File: config.mk
export PLATFORM = sky130hd
export DESIGN_NAME = bank_reader
export DESIGN_NICKNAME = d
export VERILOG_FILES = /design/src/logic/img_geom_pkg.sv /design/src/logic/img_ctrl_pkg.sv /design/src/logic/bank_reader.sv
export SDC_FILE = /design/constraint.sdc
export NUM_CORES = 1
export LEC_CHECK = 0
export ABC_AREA = 0
export BUFFER_PORTS_ARGS = -buffer_cell sky130_fd_sc_hd__buf_2
export CORE_UTILIZATION = 53
export DETAILED_ROUTE_END_ITERATION = 8
export PLACE_DENSITY = 0.88
export REMOVE_ABC_BUFFERS = 1
export SETUP_SLACK_MARGIN = 0.05
export SYNTH_ARGS = -nofsm -noshare
export SYNTH_HDL_FRONTEND = slang
export SYNTH_SLANG_ARGS = --single-unit
File: constraint.sdc
create_clock -name clk -period 3.77 [get_ports clk]
set_input_delay 0.5655 -clock clk [delete_from_list [all_inputs] [get_ports clk]]
set_output_delay 0.5655 -clock clk [all_outputs]
set_load 0.05 [all_outputs]
File: src/logic/img_geom_pkg.sv
package img_geom_pkg;

    // ========================================================================
    // Record layout
    // ========================================================================

    localparam int WORD_BITS      = 16;
    localparam int PIXEL_BITS     = 12;
    localparam int HEADER_WORDS   = 4;
    localparam int HEADER_BITS    = HEADER_WORDS * WORD_BITS;
    localparam int CHECKSUM_WORDS = 2;

    // ========================================================================
    // Bank storage
    // ========================================================================

    localparam int BANK_DEPTH     = 256;
    localparam int BANK_COUNT     = 2;
    // Pixels left once header and checksum have their slots
    localparam int PIXEL_CAPACITY = BANK_DEPTH - HEADER_WORDS - CHECKSUM_WORDS;

    // Highlight/shadow sampling
    localparam int STAT_TAG_BITS    = 7;
    localparam int STAT_STRIDE_BITS = 2;
    localparam int STAT_COUNT_BITS  = 18;

    typedef logic [WORD_BITS-1:0]              word_t;
    typedef logic [PIXEL_BITS-1:0]             pixel_t;
    typedef logic [$clog2(BANK_DEPTH)-1:0]     bank_addr_t;
    // One extra bit so a full bank length fits
    typedef logic [$clog2(BANK_DEPTH+1)-1:0]   word_count_t;
    typedef logic [$clog2(BANK_COUNT)-1:0]     bank_sel_t;
    typedef logic [STAT_COUNT_BITS-1:0]        stat_count_t;
    // Word 0 sits in the top bits
    typedef logic [HEADER_BITS-1:0]            header_t;

endpackage
File: src/logic/img_ctrl_pkg.sv
package img_ctrl_pkg;

    // Camera pins as sampled in the clk domain
    typedef struct packed {
        logic                 frame_valid;
        logic                 line_valid;
        img_geom_pkg::pixel_t pixel;
    } camera_in_t;

    // Write port shared by all banks
    typedef struct packed {
        logic                     strobe;
        img_geom_pkg::bank_sel_t  bank;
        img_geom_pkg::bank_addr_t addr;
        img_geom_pkg::word_t      word;
    } bank_write_t;

    // End of record, carries the final length
    typedef struct packed {
        logic                      strobe;
        img_geom_pkg::bank_sel_t   bank;
        img_geom_pkg::word_count_t length;
    } bank_commit_t;

    typedef struct packed {
        img_geom_pkg::word_t data;
        logic                last;
    } readout_beat_t;

    typedef struct packed {
        img_geom_pkg::word_count_t word_count;
        img_geom_pkg::stat_count_t highlights;
        img_geom_pkg::stat_count_t shadows;
    } capture_status_t;

    typedef enum logic [2:0] {
        WR_IDLE,
        WR_HEADER,
        WR_WAIT_FRAME_LOW,
        WR_WAIT_FRAME_HIGH,
        WR_PIXELS,
        WR_CHECK_HI,
        WR_CHECK_LO
    } writer_state_e;

    typedef enum logic [1:0] {
        RD_IDLE,
        RD_FETCH,
        RD_STREAM
    } reader_state_e;

endpackage

File: src/logic/bank_reader.sv
`timescale 1ns/1ps

module bank_reader (
    input  logic                        clk,
    input  logic                        readout_rst,
    input  logic                        start,
    input  img_geom_pkg::bank_sel_t     bank,
    output img_geom_pkg::bank_addr_t    rd_addr,
    input  img_geom_pkg::word_t         rd_words [img_geom_pkg::BANK_COUNT],
    input  img_geom_pkg::word_count_t   lengths [img_geom_pkg::BANK_COUNT],
    input  logic                        readout_ready,
    output logic                        readout_valid,
    output img_ctrl_pkg::readout_beat_t readout_beat,
    output logic                        busy
);
    import img_geom_pkg::*;
    import img_ctrl_pkg::*;

    reader_state_e state;
    bank_sel_t     bank_q;
    word_count_t   length_q;
    bank_addr_t    addr_q;
    logic          fetch_done;
    logic          load;
    logic          last_word;

    // ========================================================================
    // Address sequencing
    // ========================================================================

    // The selected bank always shows mem[addr_q] while streaming
    assign load      = state != RD_IDLE && !fetch_done && (!readout_valid || readout_ready);
    assign last_word = word_count_t'(addr_q) == length_q - word_count_t'(1);
    // Look one word ahead only when the holding register takes the current one
    assign rd_addr   = load ? addr_q + 1'b1 : addr_q;
    assign busy      = state != RD_IDLE;

    always_ff @(posedge clk) begin
        if (!readout_rst) begin
            state         <= RD_IDLE;
            bank_q        <= '0;
            length_q      <= '0;
            addr_q        <= '0;
            fetch_done    <= 1'b0;
            readout_valid <= 1'b0;
        end else begin
            case (state)
                RD_IDLE: begin
                    // Empty bank gives no beats
                    if (start && lengths[bank] != '0) begin
                        bank_q     <= bank;
                        length_q   <= lengths[bank];
                        fetch_done <= 1'b0;
                        state      <= RD_FETCH;
                    end
                end
                default: begin
                    if (readout_valid && readout_ready) begin
                        readout_valid <= 1'b0;
                    end
                    if (load) begin
                        readout_valid <= 1'b1;
                        addr_q        <= addr_q + 1'b1;
                        fetch_done    <= last_word;
                        state         <= RD_STREAM;
                    end
                    if (readout_valid && readout_ready && readout_beat.last) begin
                        addr_q <= '0;
                        state  <= RD_IDLE;
                    end
                end
            endcase
        end
    end

    // ========================================================================
    // Output holding register
    // ========================================================================

    always_ff @(posedge clk) begin
        if (load) begin
            readout_beat.data <= rd_words[bank_q];
            readout_beat.last <= last_word;
        end
    end

endmodule

# Word level (Yosys, flattened, before mapping)
# Cells that the tools add are included.
[word_totals]
register_bits = 39
output_inout_bits = 27
[classes]
addsub = 2
order_cmp = 2
eq_ne = 2
mux = 17
bitwise_logic = 3
reduce_logical = 18
[op_table]
columns = ["operator", "count"]
rows = [
  ["$mux W16", 3],
  ["$mux W9", 3],
  ["$mux W8", 2],
  ["$eq A8 B9 Y1", 1],
  ["$reduce_bool A9 Y1", 1],
  ["$sub A9 B1 Y9 const B", 1],
  ["$add A8 B1 Y8 const B", 1],
  ["$mux W2", 4],
  ["$reduce_and A2 Y1", 4],
  ["$reduce_bool A2 Y1", 3],
  ["$logic_and A1 B1 Y1", 5],
  ["$mux W1", 5],
  ["$ge A2 B2 Y1 const B", 2],
  ["$not A1 Y2", 2],
  ["$reduce_bool A3 Y1", 1],
  ["$logic_not A1 Y1", 2],
  ["$logic_not A2 Y1", 1],
  ["$ne A2 B2 Y1 const B", 1],
  ["$logic_or A1 B1 Y1", 1],
  ["$not A1 Y1", 1],
]

# Logic depth before layout (Yosys ltp)
# Gate-level depths: netlist of the first run.
[depth]
word_depth = 8
mapped_depth = 7

# Worst setup path before layout of the first run
# No wires, ideal clock.
[synth_path]
path_type = "flip-flop to output port"
startpoint = "reg readout_valid"
endpoint = "out rd_addr[5]"
arrival_time_ns = 2.151
t_required_ns = 3.204
slack_ns = 1.053
stages_incl_launch_ff = 5
cell_sequence = "dfxtp_1 nor2b_1 nor3_1 nand3_1 xnor2_1"
[synth_via]
elab_chain_len = 4
[synth_lines]
columns = ["item", "line_no", "source"]
rows = [
  ["from (decl)", "bank_reader.sv:12", "output logic readout_valid,"],
  ["from (signal assigned)", "bank_reader.sv:45", "readout_valid <= 1'b0;"],
  ["from (signal assigned)", "bank_reader.sv:59", "readout_valid <= 1'b0;"],
  ["from (signal assigned)", "bank_reader.sv:62", "readout_valid <= 1'b1;"],
  ["$logic_not A1 Y1", "bank_reader.sv:32", "assign load = state != RD_IDLE && !fetch_done && (!readout_valid || readout_ready);"],
  ["$logic_or A1 B1 Y1", "bank_reader.sv:32", ""],
  ["$logic_and A1 B1 Y1", "bank_reader.sv:32", ""],
  ["$mux W8", "n/a", ""],
  ["to (decl)", "bank_reader.sv:8", "output img_geom_pkg::bank_addr_t rd_addr,"],
]
# Every way passes these cells.

# Worst setup path after layout of the first run
[layout_path]
startpoint = "reg fetch_done"
endpoint = "out rd_addr[7]"
[layout_via]
elab_chain_len = 4
[layout_lines]
columns = ["item", "line_no", "source"]
rows = [
  ["from (decl)", "bank_reader.sv:23", "logic fetch_done;"],
  ["from (signal assigned)", "bank_reader.sv:64", "fetch_done <= last_word;"],
  ["$logic_not A1 Y1", "bank_reader.sv:32", ""],
  ["$logic_and A1 B1 Y1 (2 in series)", "bank_reader.sv:32", ""],
  ["$mux W8", "n/a", ""],
]
# Every way passes these cells.

==> impl_metrics.env, run 1 <==
export IMPL_end_kind="output pin"
export IMPL_drt_iter0_drc=135
export IMPL_yosys_register_bits=39
export IMPL_path_clk_slew_ns=0.08
export IMPL_use_met2_pct=42.0
export IMPL_ios=82
export IMPL_postCtsSetupBuffers=0
export IMPL_cp_cell_sequence="o21bai_1 -> nor3_1 -> nand3_1 -> xnor2_1 -> buf_2"
export IMPL_port_buffers=81
export IMPL_start_kind="flip-flop"
export IMPL_ys_flop_type="dfxtp_1"
export IMPL_yosysWarnings=0
export IMPL_crit_required_ns=3.20
export IMPL_clock_sinks=39
export IMPL_viasPerCell=5.68
export IMPL_initial_utilization_pct=57.4
export IMPL_grt_first_pass_wirelength_um=7910
export IMPL_holdBufCountCts=0
export IMPL_top_usage_layer="met2"
export IMPL_crit_fanout=5
export IMPL_min_path_cells=2
export IMPL_cts_made_buffers=5
export IMPL_stdcell_count=342
export IMPL_drv_slew=0
export IMPL_clk_path_buf_depth=2
export IMPL_nNetsFinal=350
export IMPL_p_per_area_nw_per_um2=516
export IMPL_ys_types=47
export IMPL_rows=22
export IMPL_final_cell_area_um2=2700
export IMPL_drt_total_wl_um=4900
export IMPL_placed_area_um2=2600
export IMPL_drive_gt1_share_pct=38.4
export IMPL_tritoncts="yes"
export IMPL_grt_pass1_vias=1770
export IMPL_fin_hold_ws_ns=0.493
export IMPL_cts_root_buf="clkbuf_8"
export IMPL_final_common_cell="buf_2"
export IMPL_status="finished, final reports clean"
export IMPL_period_share_pct=69.8
export IMPL_gr_usage_all_layers_pct=23.8
export IMPL_syn_instance_count=217
export IMPL_max_vdd_ir_drop_mv=0.269
export IMPL_dr_total_vias=1941
export IMPL_drtAntennaViolNets=0
export IMPL_ys_async_sr_fraction_pct=0
export IMPL_coreArea_um2=3800
export IMPL_criticalPathCategory="flip-flop to output pin"
export IMPL_slowest_stage="nor3_1"
export IMPL_grt_use_met3_pct=4.66
export IMPL_cts_repair_resized=0
export IMPL_setup_tns_ns=0
export IMPL_grt_max_degree=21
export IMPL_critPathMaxStageDelay_ns=0.54
export IMPL_leakagePower_nw=1.11
export IMPL_dieWidth_um=66.1
export IMPL_synth_edf_count=17
export IMPL_syn_avg_cell_area_um2=10.0
export IMPL_fin_ws_ns=1.14
export IMPL_fillCellCount=285
export IMPL_r2r_cells=7
export IMPL_antenna_found_initial=0
export IMPL_setup_viol=0
export IMPL_total_power_mw=1.39
export IMPL_drv_cap=0
export IMPL_arrival_ns=2.07
export IMPL_clock_skew_ns=0.00895
export IMPL_gr_usage_met1_pct=29.8
export IMPL_post_route_util_pct=71.2
export IMPL_min_period_ns=2.63
export IMPL_dp_hpwl_um=3590
export IMPL_htreeDepth=2
export IMPL_die_h_um=66.1
export IMPL_place_ws_ns=1.20
export IMPL_fmax_mhz=380
export IMPL_fp_dieArea_um2=4380
export IMPL_ys_seq_area_share_pct=43.6
export IMPL_hold_path_class="flip-flop to flip-flop"
export IMPL_clock_latency_ns=0.29
export IMPL_n_antenna_cell=0
export IMPL_syn_area_um2=2180
export IMPL_hold_viol=0
export IMPL_dp_cells=334
export IMPL_tightest_slew_ns=0.899
export IMPL_final_cell_mix="buf_2, dfxtp_1, mux2_2, a21oi_1, edfxtp_1"
export IMPL_drc_errors=0
export IMPL_maxSlewHeadroom_pct=39.5
export IMPL_gp_congestion=0.882
export IMPL_dr_pass1_iters=4
export IMPL_rsz0062_at_grt="false"
export IMPL_area_growth_synth_to_final_pct=24.0
export IMPL_wl_per_cell_um=14.3
export IMPL_gr_total_overflow=0
[worst max-delay path: cells and delay by family, from the launching register on]
kind,cells,cell delay [ns]
and+or+nand+nor,2,0.79
xor gates and xnor gates,1,0.19
DFF,1,0.31
AOI/OAI and AO/OA,1,0.20
buffers and inverters,1,0.28
[registers in the layout (all words and copies together) (netlist names)]
| signal | cells |
|---|---|
| readout_valid | 1 |
| bank_q | 1 |
| fetch_done | 1 |
| readout_beat | 17 |
| addr_q | 8 |
| length_q | 9 |
| state | 2 |
[synthesized netlist by cell type (all sizes together) (2+ instances only)]
master,count,share of area [%]
dfxtp,22,20
a21oi,20,4.6
nor3b,2,0.69
o32ai,2,0.80
mux2,20,10
inv,7,1.2
nor3,4,0.92
xnor2,13,5.2
nor2b,2,0.57
edfxtp,17,23
nand2,12,2.1
or4,2,0.86
a211oi,8,2.8
o22ai,5,1.4
xor2,4,1.6
and2,2,0.57
buf,3,0.92
mux2i,6,2.8
ha,2,1.1
o21bai,2,0.69
o21ai,6,1.4
clkbuf,10,1.7
nand3,11,2.5
nor4,2,0.57
nor2,11,2.0
a22oi,2,0.69
nand3b,4,1.4
[kinds of logic (layout without fill, tap and decap cells)]
group,count (synthesis),after routing,share of synthesized area (%)
flops,39,39,43.6
mux,26,26,13.1
compound gates,55,55,17.3
xor+xnor,17,17,6.83
fa+ha+maj,2,2,1.15
simple gates,57,57,14.1
buf+inv,21,98,4.02
[where the power goes]
| part | internal [mW] | switching, mW |
|---|---|---|
| Sequential | 0.512 | 0.0442 |
| Combinational | 0.160 | 0.338 |
| Clock | 0.194 | 0.145 |
[final timing paths]
kind / from / to / slack, ns
max reg2reg: length_q[0]$_SDFFE_PN0P_ / fetch_done$_SDFFE_PN0P_ / 1.47
min reg2reg: fetch_done$_SDFFE_PN0P_ / fetch_done$_SDFFE_PN0P_ / 0.49
max: fetch_done$_SDFFE_PN0P_ / rd_addr[7] / 1.14
min: fetch_done$_SDFFE_PN0P_ / fetch_done$_SDFFE_PN0P_ / 0.49
[layout make-up]
type / instances / area, um^2 / area share [%]
inverter: 8 / 30.0 / 1.11
tap: 48 / 60.1 / 2.22
timing repair buffer: 82 / 413 / 15.3
clock inverter: 3 / 38.8 / 1.43
multi-input combinational: 157 / 1140 / 42.2
clock buffer: 5 / 68.8 / 2.55
sequential: 39 / 951 / 35.2
[layer usage]
layer	up-vias	part of all wire [%]
met4	0	0.96
li1	964	-
met5	-	0
met1	872	43
met3	6	7.4
met2	99	49
(Power assumes the default switching activity.)
==> run 2: changes to the inputs <==
--- a/config.mk
+++ b/config.mk
@@ -7,9 +7,9 @@
 export LEC_CHECK = 0
 export ABC_AREA = 0
 export BUFFER_PORTS_ARGS = -buffer_cell sky130_fd_sc_hd__buf_2
-export CORE_UTILIZATION = 53
+export CORE_UTILIZATION = 49
 export DETAILED_ROUTE_END_ITERATION = 8
-export PLACE_DENSITY = 0.88
+export PLACE_DENSITY = 0.83
 export REMOVE_ABC_BUFFERS = 1
 export SETUP_SLACK_MARGIN = 0.05
 export SYNTH_ARGS = -nofsm -noshare
==> constraint.sdc (replaced) <==
create_clock -name clk -period 2.6 [get_ports clk]
set_input_delay 0.39 -clock clk [delete_from_list [all_inputs] [get_ports clk]]
set_output_delay 0.39 -clock clk [all_outputs]
set_load 0.05 [all_outputs]
==> impl_metrics.env, run 2 (synthesis gave the netlist of run 1 again) <==
export IMPL_dr_pass1_iters=4
export IMPL_maxSlewHeadroom_pct=53.3
export IMPL_final_cell_mix="buf_2, dfxtp_1, mux2_2, a21oi_1, edfxtp_1"
export IMPL_rows=23
export IMPL_tritoncts="yes"
export IMPL_p_per_area_nw_per_um2=756
export IMPL_nNetsFinal=354
export IMPL_drv_slew=0
export IMPL_hold_viol=0
export IMPL_period_share_pct=88.7
export IMPL_arrival_ns=1.92
export IMPL_grt_first_pass_wirelength_um=7530
export IMPL_slowest_stage="or2_2"
export IMPL_start_kind="flip-flop"
export IMPL_drive_gt1_share_pct=39.9
export IMPL_crit_fanout=4
export IMPL_clock_sinks=39
export IMPL_cts_root_buf="clkbuf_8"
export IMPL_min_path_cells=2
export IMPL_regMostFlops="readout_beat"
export IMPL_cp_cell_sequence="o21bai_1 -> or2_2 -> inv_1 -> mux2_2 -> buf_2"
export IMPL_area_growth_synth_to_final_pct=26.2
export IMPL_drt_total_wl_um=5170
export IMPL_cts_repair_resized=0
export IMPL_drv_cap=0
export IMPL_coreArea_um2=4140
export IMPL_wl_per_cell_um=14.9
export IMPL_rrSetupSlack_ns=0.58
export IMPL_holdBufCountCts=0
export IMPL_antenna_found_initial=0
export IMPL_htreeDepth=2
export IMPL_dp_hpwl_um=3940
export IMPL_r2r_start="length_q[0]$_SDFFE_PN0P_"
export IMPL_max_vdd_ir_drop_mv=0.413
export IMPL_largest_reg_flops=17
export IMPL_fmax_mhz=433
export IMPL_r2r_end="fetch_done$_SDFFE_PN0P_"
export IMPL_criticalPathCategory="flip-flop to output pin"
export IMPL_tightest_slew_ns=0.699
export IMPL_cts_made_buffers=5
export IMPL_rsz0062_at_grt="false"
export IMPL_biggestRegsByFlops="readout_beat: 17 flops, length_q: 9 flops, addr_q: 8 flops"
export IMPL_final_common_cell="buf_2"
export IMPL_fillCellCount=353
export IMPL_worstHoldStart="rd_words[12]"
export IMPL_r2r_cells=7
export IMPL_postCtsSetupBuffers=0
export IMPL_leakagePower_nw=1.14
export IMPL_initial_utilization_pct=52.6
export IMPL_clock_skew_ns=0.00395
export IMPL_drtAntennaViolNets=0
export IMPL_grt_pass1_vias=1647
export IMPL_crit_required_ns=2.21
export IMPL_setup_viol=0
export IMPL_fp_dieArea_um2=4720
export IMPL_dieWidth_um=68.7
export IMPL_drc_errors=0
export IMPL_place_ws_ns=0.186
export IMPL_gr_total_overflow=0
export IMPL_drt_iter0_drc=131
export IMPL_clk_path_buf_depth=2
export IMPL_end_kind="output pin"
export IMPL_dr_total_vias=1951
export IMPL_die_h_um=68.7
export IMPL_port_buffers=81
export IMPL_min_to="readout_beat[13]$_DFFE_PP_"
export IMPL_setup_tns_ns=0
export IMPL_viasPerCell=5.61
export IMPL_gp_congestion=0.797
export IMPL_ios=82
export IMPL_grt_max_degree=21
export IMPL_min_period_ns=2.31
export IMPL_status="finished, final reports clean"
export IMPL_critPathMaxStageDelay_ns=0.39
export IMPL_fin_ws_ns=0.293
export IMPL_gr_usage_all_layers_pct=22.0
export IMPL_n_antenna_cell=0
export IMPL_path_clk_slew_ns=0.07
export IMPL_hold_path_class="input port to flip-flop"
export IMPL_clock_latency_ns=0.29
==> run 2: cell count changes in the layout (fill, tap and decap cells not counted), sizes merged <==
cell and change:
clkbuf +1, clkinv -1, buf +4
==> run 2: cell type report <==
class | instances | area [um^2] | share of cell area [%]
clock buffers | 6 | 82.6 | 3.00
clock inverters | 2 | 35.0 | 1.27
inverters | 8 | 30.0 | 1.09
multi-input cells | 157 | 1150 | 41.7
flip-flops and latches | 39 | 951 | 34.6
well taps | 50 | 62.6 | 2.27
repair buffers | 86 | 443 | 16.1
==> run 2: per-stage QoR <==
stage               cells  hold slack, ns  power, mW  utilization [%]  area, um^2
floorplan             204           0.445       1.35                -        2120
global placement      340           0.469       1.55             63.4        2630
detailed placement    340           0.479       1.57             63.4        2630
CTS                   348           0.395       2.08             66.3        2750
global route          348           0.391       2.17             66.4        2750
finish                348           0.391       2.08             66.4        2750
==> run 2: worst max path at each step <==
stage	from	endpoint	slack (ns)	cells past startpoint
after floorplan	readout_valid$_SDFFE_PN0P_	rd_addr[5]	0.06	4
after detailed placement	lengths[16]	length_q[5]$_SDFFE_PN0P_	0.19	6
after CTS	addr_q[0]$_SDFFE_PN0N_	rd_addr[4]	0.17	5
final	fetch_done$_SDFFE_PN0P_	rd_addr[1]	0.29	5
after global routing	addr_q[0]$_SDFFE_PN0N_	rd_addr[6]	0.12	5
after global placement	lengths[16]	state[0]$_SDFFE_PN0P_	0.23	6
==> run 2: critical path, delay by kind of cell (launching register included) <==
| kind | cells | cell delay [ns] |
|---|---|---|
| AND/OR/NAND/NOR | 1 | 0.39 |
| multiplexers | 1 | 0.36 |
| flip-flops | 1 | 0.32 |
| buffers and inverters | 2 | 0.32 |
| AO/OA/AOI/OAI | 1 | 0.23 |
==> run 2: metal layers <==
layer | wire length [um] | global-route usage, % | vias up
met1 | 2180 | 28.3 | 915
met4 | 59 | 6.63 | 0
met2 | 2630 | 36.6 | 66
li1 | - | - | 965
met3 | 302 | 5.26 | 5
met5 | 0 | 0 | -
==> run 2: where the power goes <==
| part | total (mW) | internal (mW) | switching (mW) | leakage, nW |
|---|---|---|---|---|
| combinational | 0.750 | 0.249 | 0.501 | 0.738 |
| clock | 0.523 | 0.310 | 0.213 | 0.0612 |
| sequential | 0.806 | 0.743 | 0.0632 | 0.342 |
| total | 2.08 | 1.30 | 0.776 | 1.14 |
==> run 3: changes to the inputs <==
--- a/config.mk
+++ b/config.mk
@@ -7,6 +7,7 @@
 export LEC_CHECK = 0
 export ABC_AREA = 0
 export BUFFER_PORTS_ARGS = -buffer_cell sky130_fd_sc_hd__buf_2
+export CORE_ASPECT_RATIO = 1.75
 export CORE_UTILIZATION = 49
 export DETAILED_ROUTE_END_ITERATION = 8
 export PLACE_DENSITY = 0.83
==> constraint.sdc (replaced) <==
create_clock -name clk -period 2.6 [get_ports clk]
set_input_delay 0.13 -clock clk [delete_from_list [all_inputs] [get_ports clk]]
set_output_delay 0.13 -clock clk [all_outputs]
set_load 0.05 [all_outputs]
==> impl_metrics.env, run 3 (synthesis gave the netlist of run 1 again) <==
export IMPL_antenna_found_initial=0
export IMPL_nNetsFinal=353
export IMPL_critPathMaxStageDelay_ns=0.55
export IMPL_dp_cells=338
export IMPL_tightest_slew_ns=0.668
export IMPL_cts_root_buf="clkbuf_8"
export IMPL_fin_ws_ns=0.407
export IMPL_n_antenna_cell=0
export IMPL_viasPerCell=5.72
export IMPL_drt_total_wl_um=4940
export IMPL_drive_gt1_share_pct=39.1
export IMPL_holdBufCountCts=0
export IMPL_p_per_area_nw_per_um2=721
export IMPL_initial_utilization_pct=52.1
export IMPL_final_cell_area_um2=2710
export IMPL_drtAntennaViolNets=0
export IMPL_hold_path_class="input port to flip-flop"
export IMPL_fp_dieArea_um2=4730
export IMPL_r2r_cells=8
export IMPL_period_share_pct=84.3
export IMPL_dieWidth_um=52.4
export IMPL_regMostFlops="readout_beat"
export IMPL_coreArea_um2=4190
export IMPL_wl_per_cell_um=14.3
export IMPL_fin_hold_ws_ns=0.137
export IMPL_drv_cap=0
export IMPL_path_clk_slew_ns=0.08
export IMPL_clock_latency_ns=0.29
export IMPL_dp_hpwl_um=3800
export IMPL_place_ws_ns=0.410
export IMPL_htreeDepth=2
export IMPL_port_buffers=81
export IMPL_gp_congestion=0.803
export IMPL_end_kind="output pin"
export IMPL_leakagePower_nw=1.12
export IMPL_start_kind="flip-flop"
export IMPL_clock_sinks=39
export IMPL_biggestRegsByFlops="readout_beat: 17 flops, length_q: 9 flops, addr_q: 8 flops"
export IMPL_cp_cell_sequence="o21bai_1 -> nor3_1 -> nand3_1 -> xnor2_1 -> buf_2"
export IMPL_gr_total_overflow=0
export IMPL_max_vdd_ir_drop_mv=0.565
export IMPL_final_common_cell="buf_2"
export IMPL_postCtsSetupBuffers=0
export IMPL_status="finished, final reports clean"
export IMPL_setup_viol=0
export IMPL_cts_made_buffers=5
export IMPL_rsz0062_at_grt="false"
export IMPL_placed_area_um2=2620
export IMPL_rows=31
export IMPL_stdcell_count=346
export IMPL_maxSlewHeadroom_pct=55.4
export IMPL_grt_max_degree=21
export IMPL_clk_path_buf_depth=2
export IMPL_drv_slew=0
export IMPL_cts_repair_resized=0
export IMPL_tritoncts="yes"
export IMPL_min_path_cells=4
export IMPL_setup_tns_ns=0
export IMPL_crit_required_ns=2.47
export IMPL_drt_iter0_drc=25
export IMPL_grt_first_pass_wirelength_um=8050
export IMPL_gr_usage_all_layers_pct=22.5
export IMPL_drc_errors=0
export IMPL_criticalPathCategory="flip-flop to output pin"
export IMPL_hold_viol=0
export IMPL_clock_skew_ns=0.00755
export IMPL_ios=82
export IMPL_die_h_um=90.3
export IMPL_min_period_ns=2.19
export IMPL_dr_pass1_iters=6
export IMPL_arrival_ns=2.06
export IMPL_dr_total_vias=1980
export IMPL_area_growth_synth_to_final_pct=24.2
export IMPL_grt_pass1_vias=1885
export IMPL_slowest_stage="nor3_1"
export IMPL_final_cell_mix="buf_2, dfxtp_1, mux2_2, a21oi_1, edfxtp_1"
export IMPL_crit_fanout=5
export IMPL_largest_reg_flops=17
export IMPL_fmax_mhz=456
==> run 3: critical path: cells and delay by family (launching register included) <==
kind / cells / cell delay (ns)
and+or+nand+nor: 2 / 0.79
DFF: 1 / 0.31
buffers and inverters: 1 / 0.28
AOI/OAI and AO/OA: 1 / 0.20
xor gates and xnor gates: 1 / 0.19
==> run 3: power by group <==
| part | leakage, nW | internal, mW | total (mW) | switching, mW |
|---|---|---|---|---|
| sequential | 0.342 | 0.743 | 0.805 | 0.0617 |
| clock | 0.0418 | 0.187 | 0.400 | 0.213 |
| combinational | 0.731 | 0.249 | 0.748 | 0.499 |
| total | 1.12 | 1.18 | 1.95 | 0.774 |
==> run 3: final timing paths <==
kind	startpoint	end	slack, ns
setup / recovery	fetch_done$_SDFFE_PN0P_	rd_addr[5]	0.41
hold / removal	readout_ready	readout_valid$_SDFFE_PN0P_	0.14
setup reg to reg	length_q[0]$_SDFFE_PN0P_	fetch_done$_SDFFE_PN0P_	0.46
hold reg to reg	readout_valid$_SDFFE_PN0P_	readout_valid$_SDFFE_PN0P_	0.48
==> run 3: per-layer routing <==
metal | global-route usage [%] | part of all wire [%]
met3 | 3.37 | 4.2
met1 | 22.0 | 37
met2 | 42.7 | 56
met4 | 10.1 | 2.7
met5 | 0 | 0
==> run 3: cell type report <==
cell class | count | area (um^2)
tap | 49 | 61.3
clock buffer | 5 | 68.8
fill | 355 | 1480
clock inverter | 3 | 20.0
multi-input combinational | 157 | 1140
inverter | 8 | 30.0
sequential | 39 | 951
timing repair buffer | 85 | 435
==> run 3: through the flow <==
stage	util, %	total power [mW]
floorplan	-	1.35
global route	64.7	2.04
global placement	62.5	1.55
detailed placement	62.5	1.56
CTS	64.7	1.96
finish	64.7	1.95
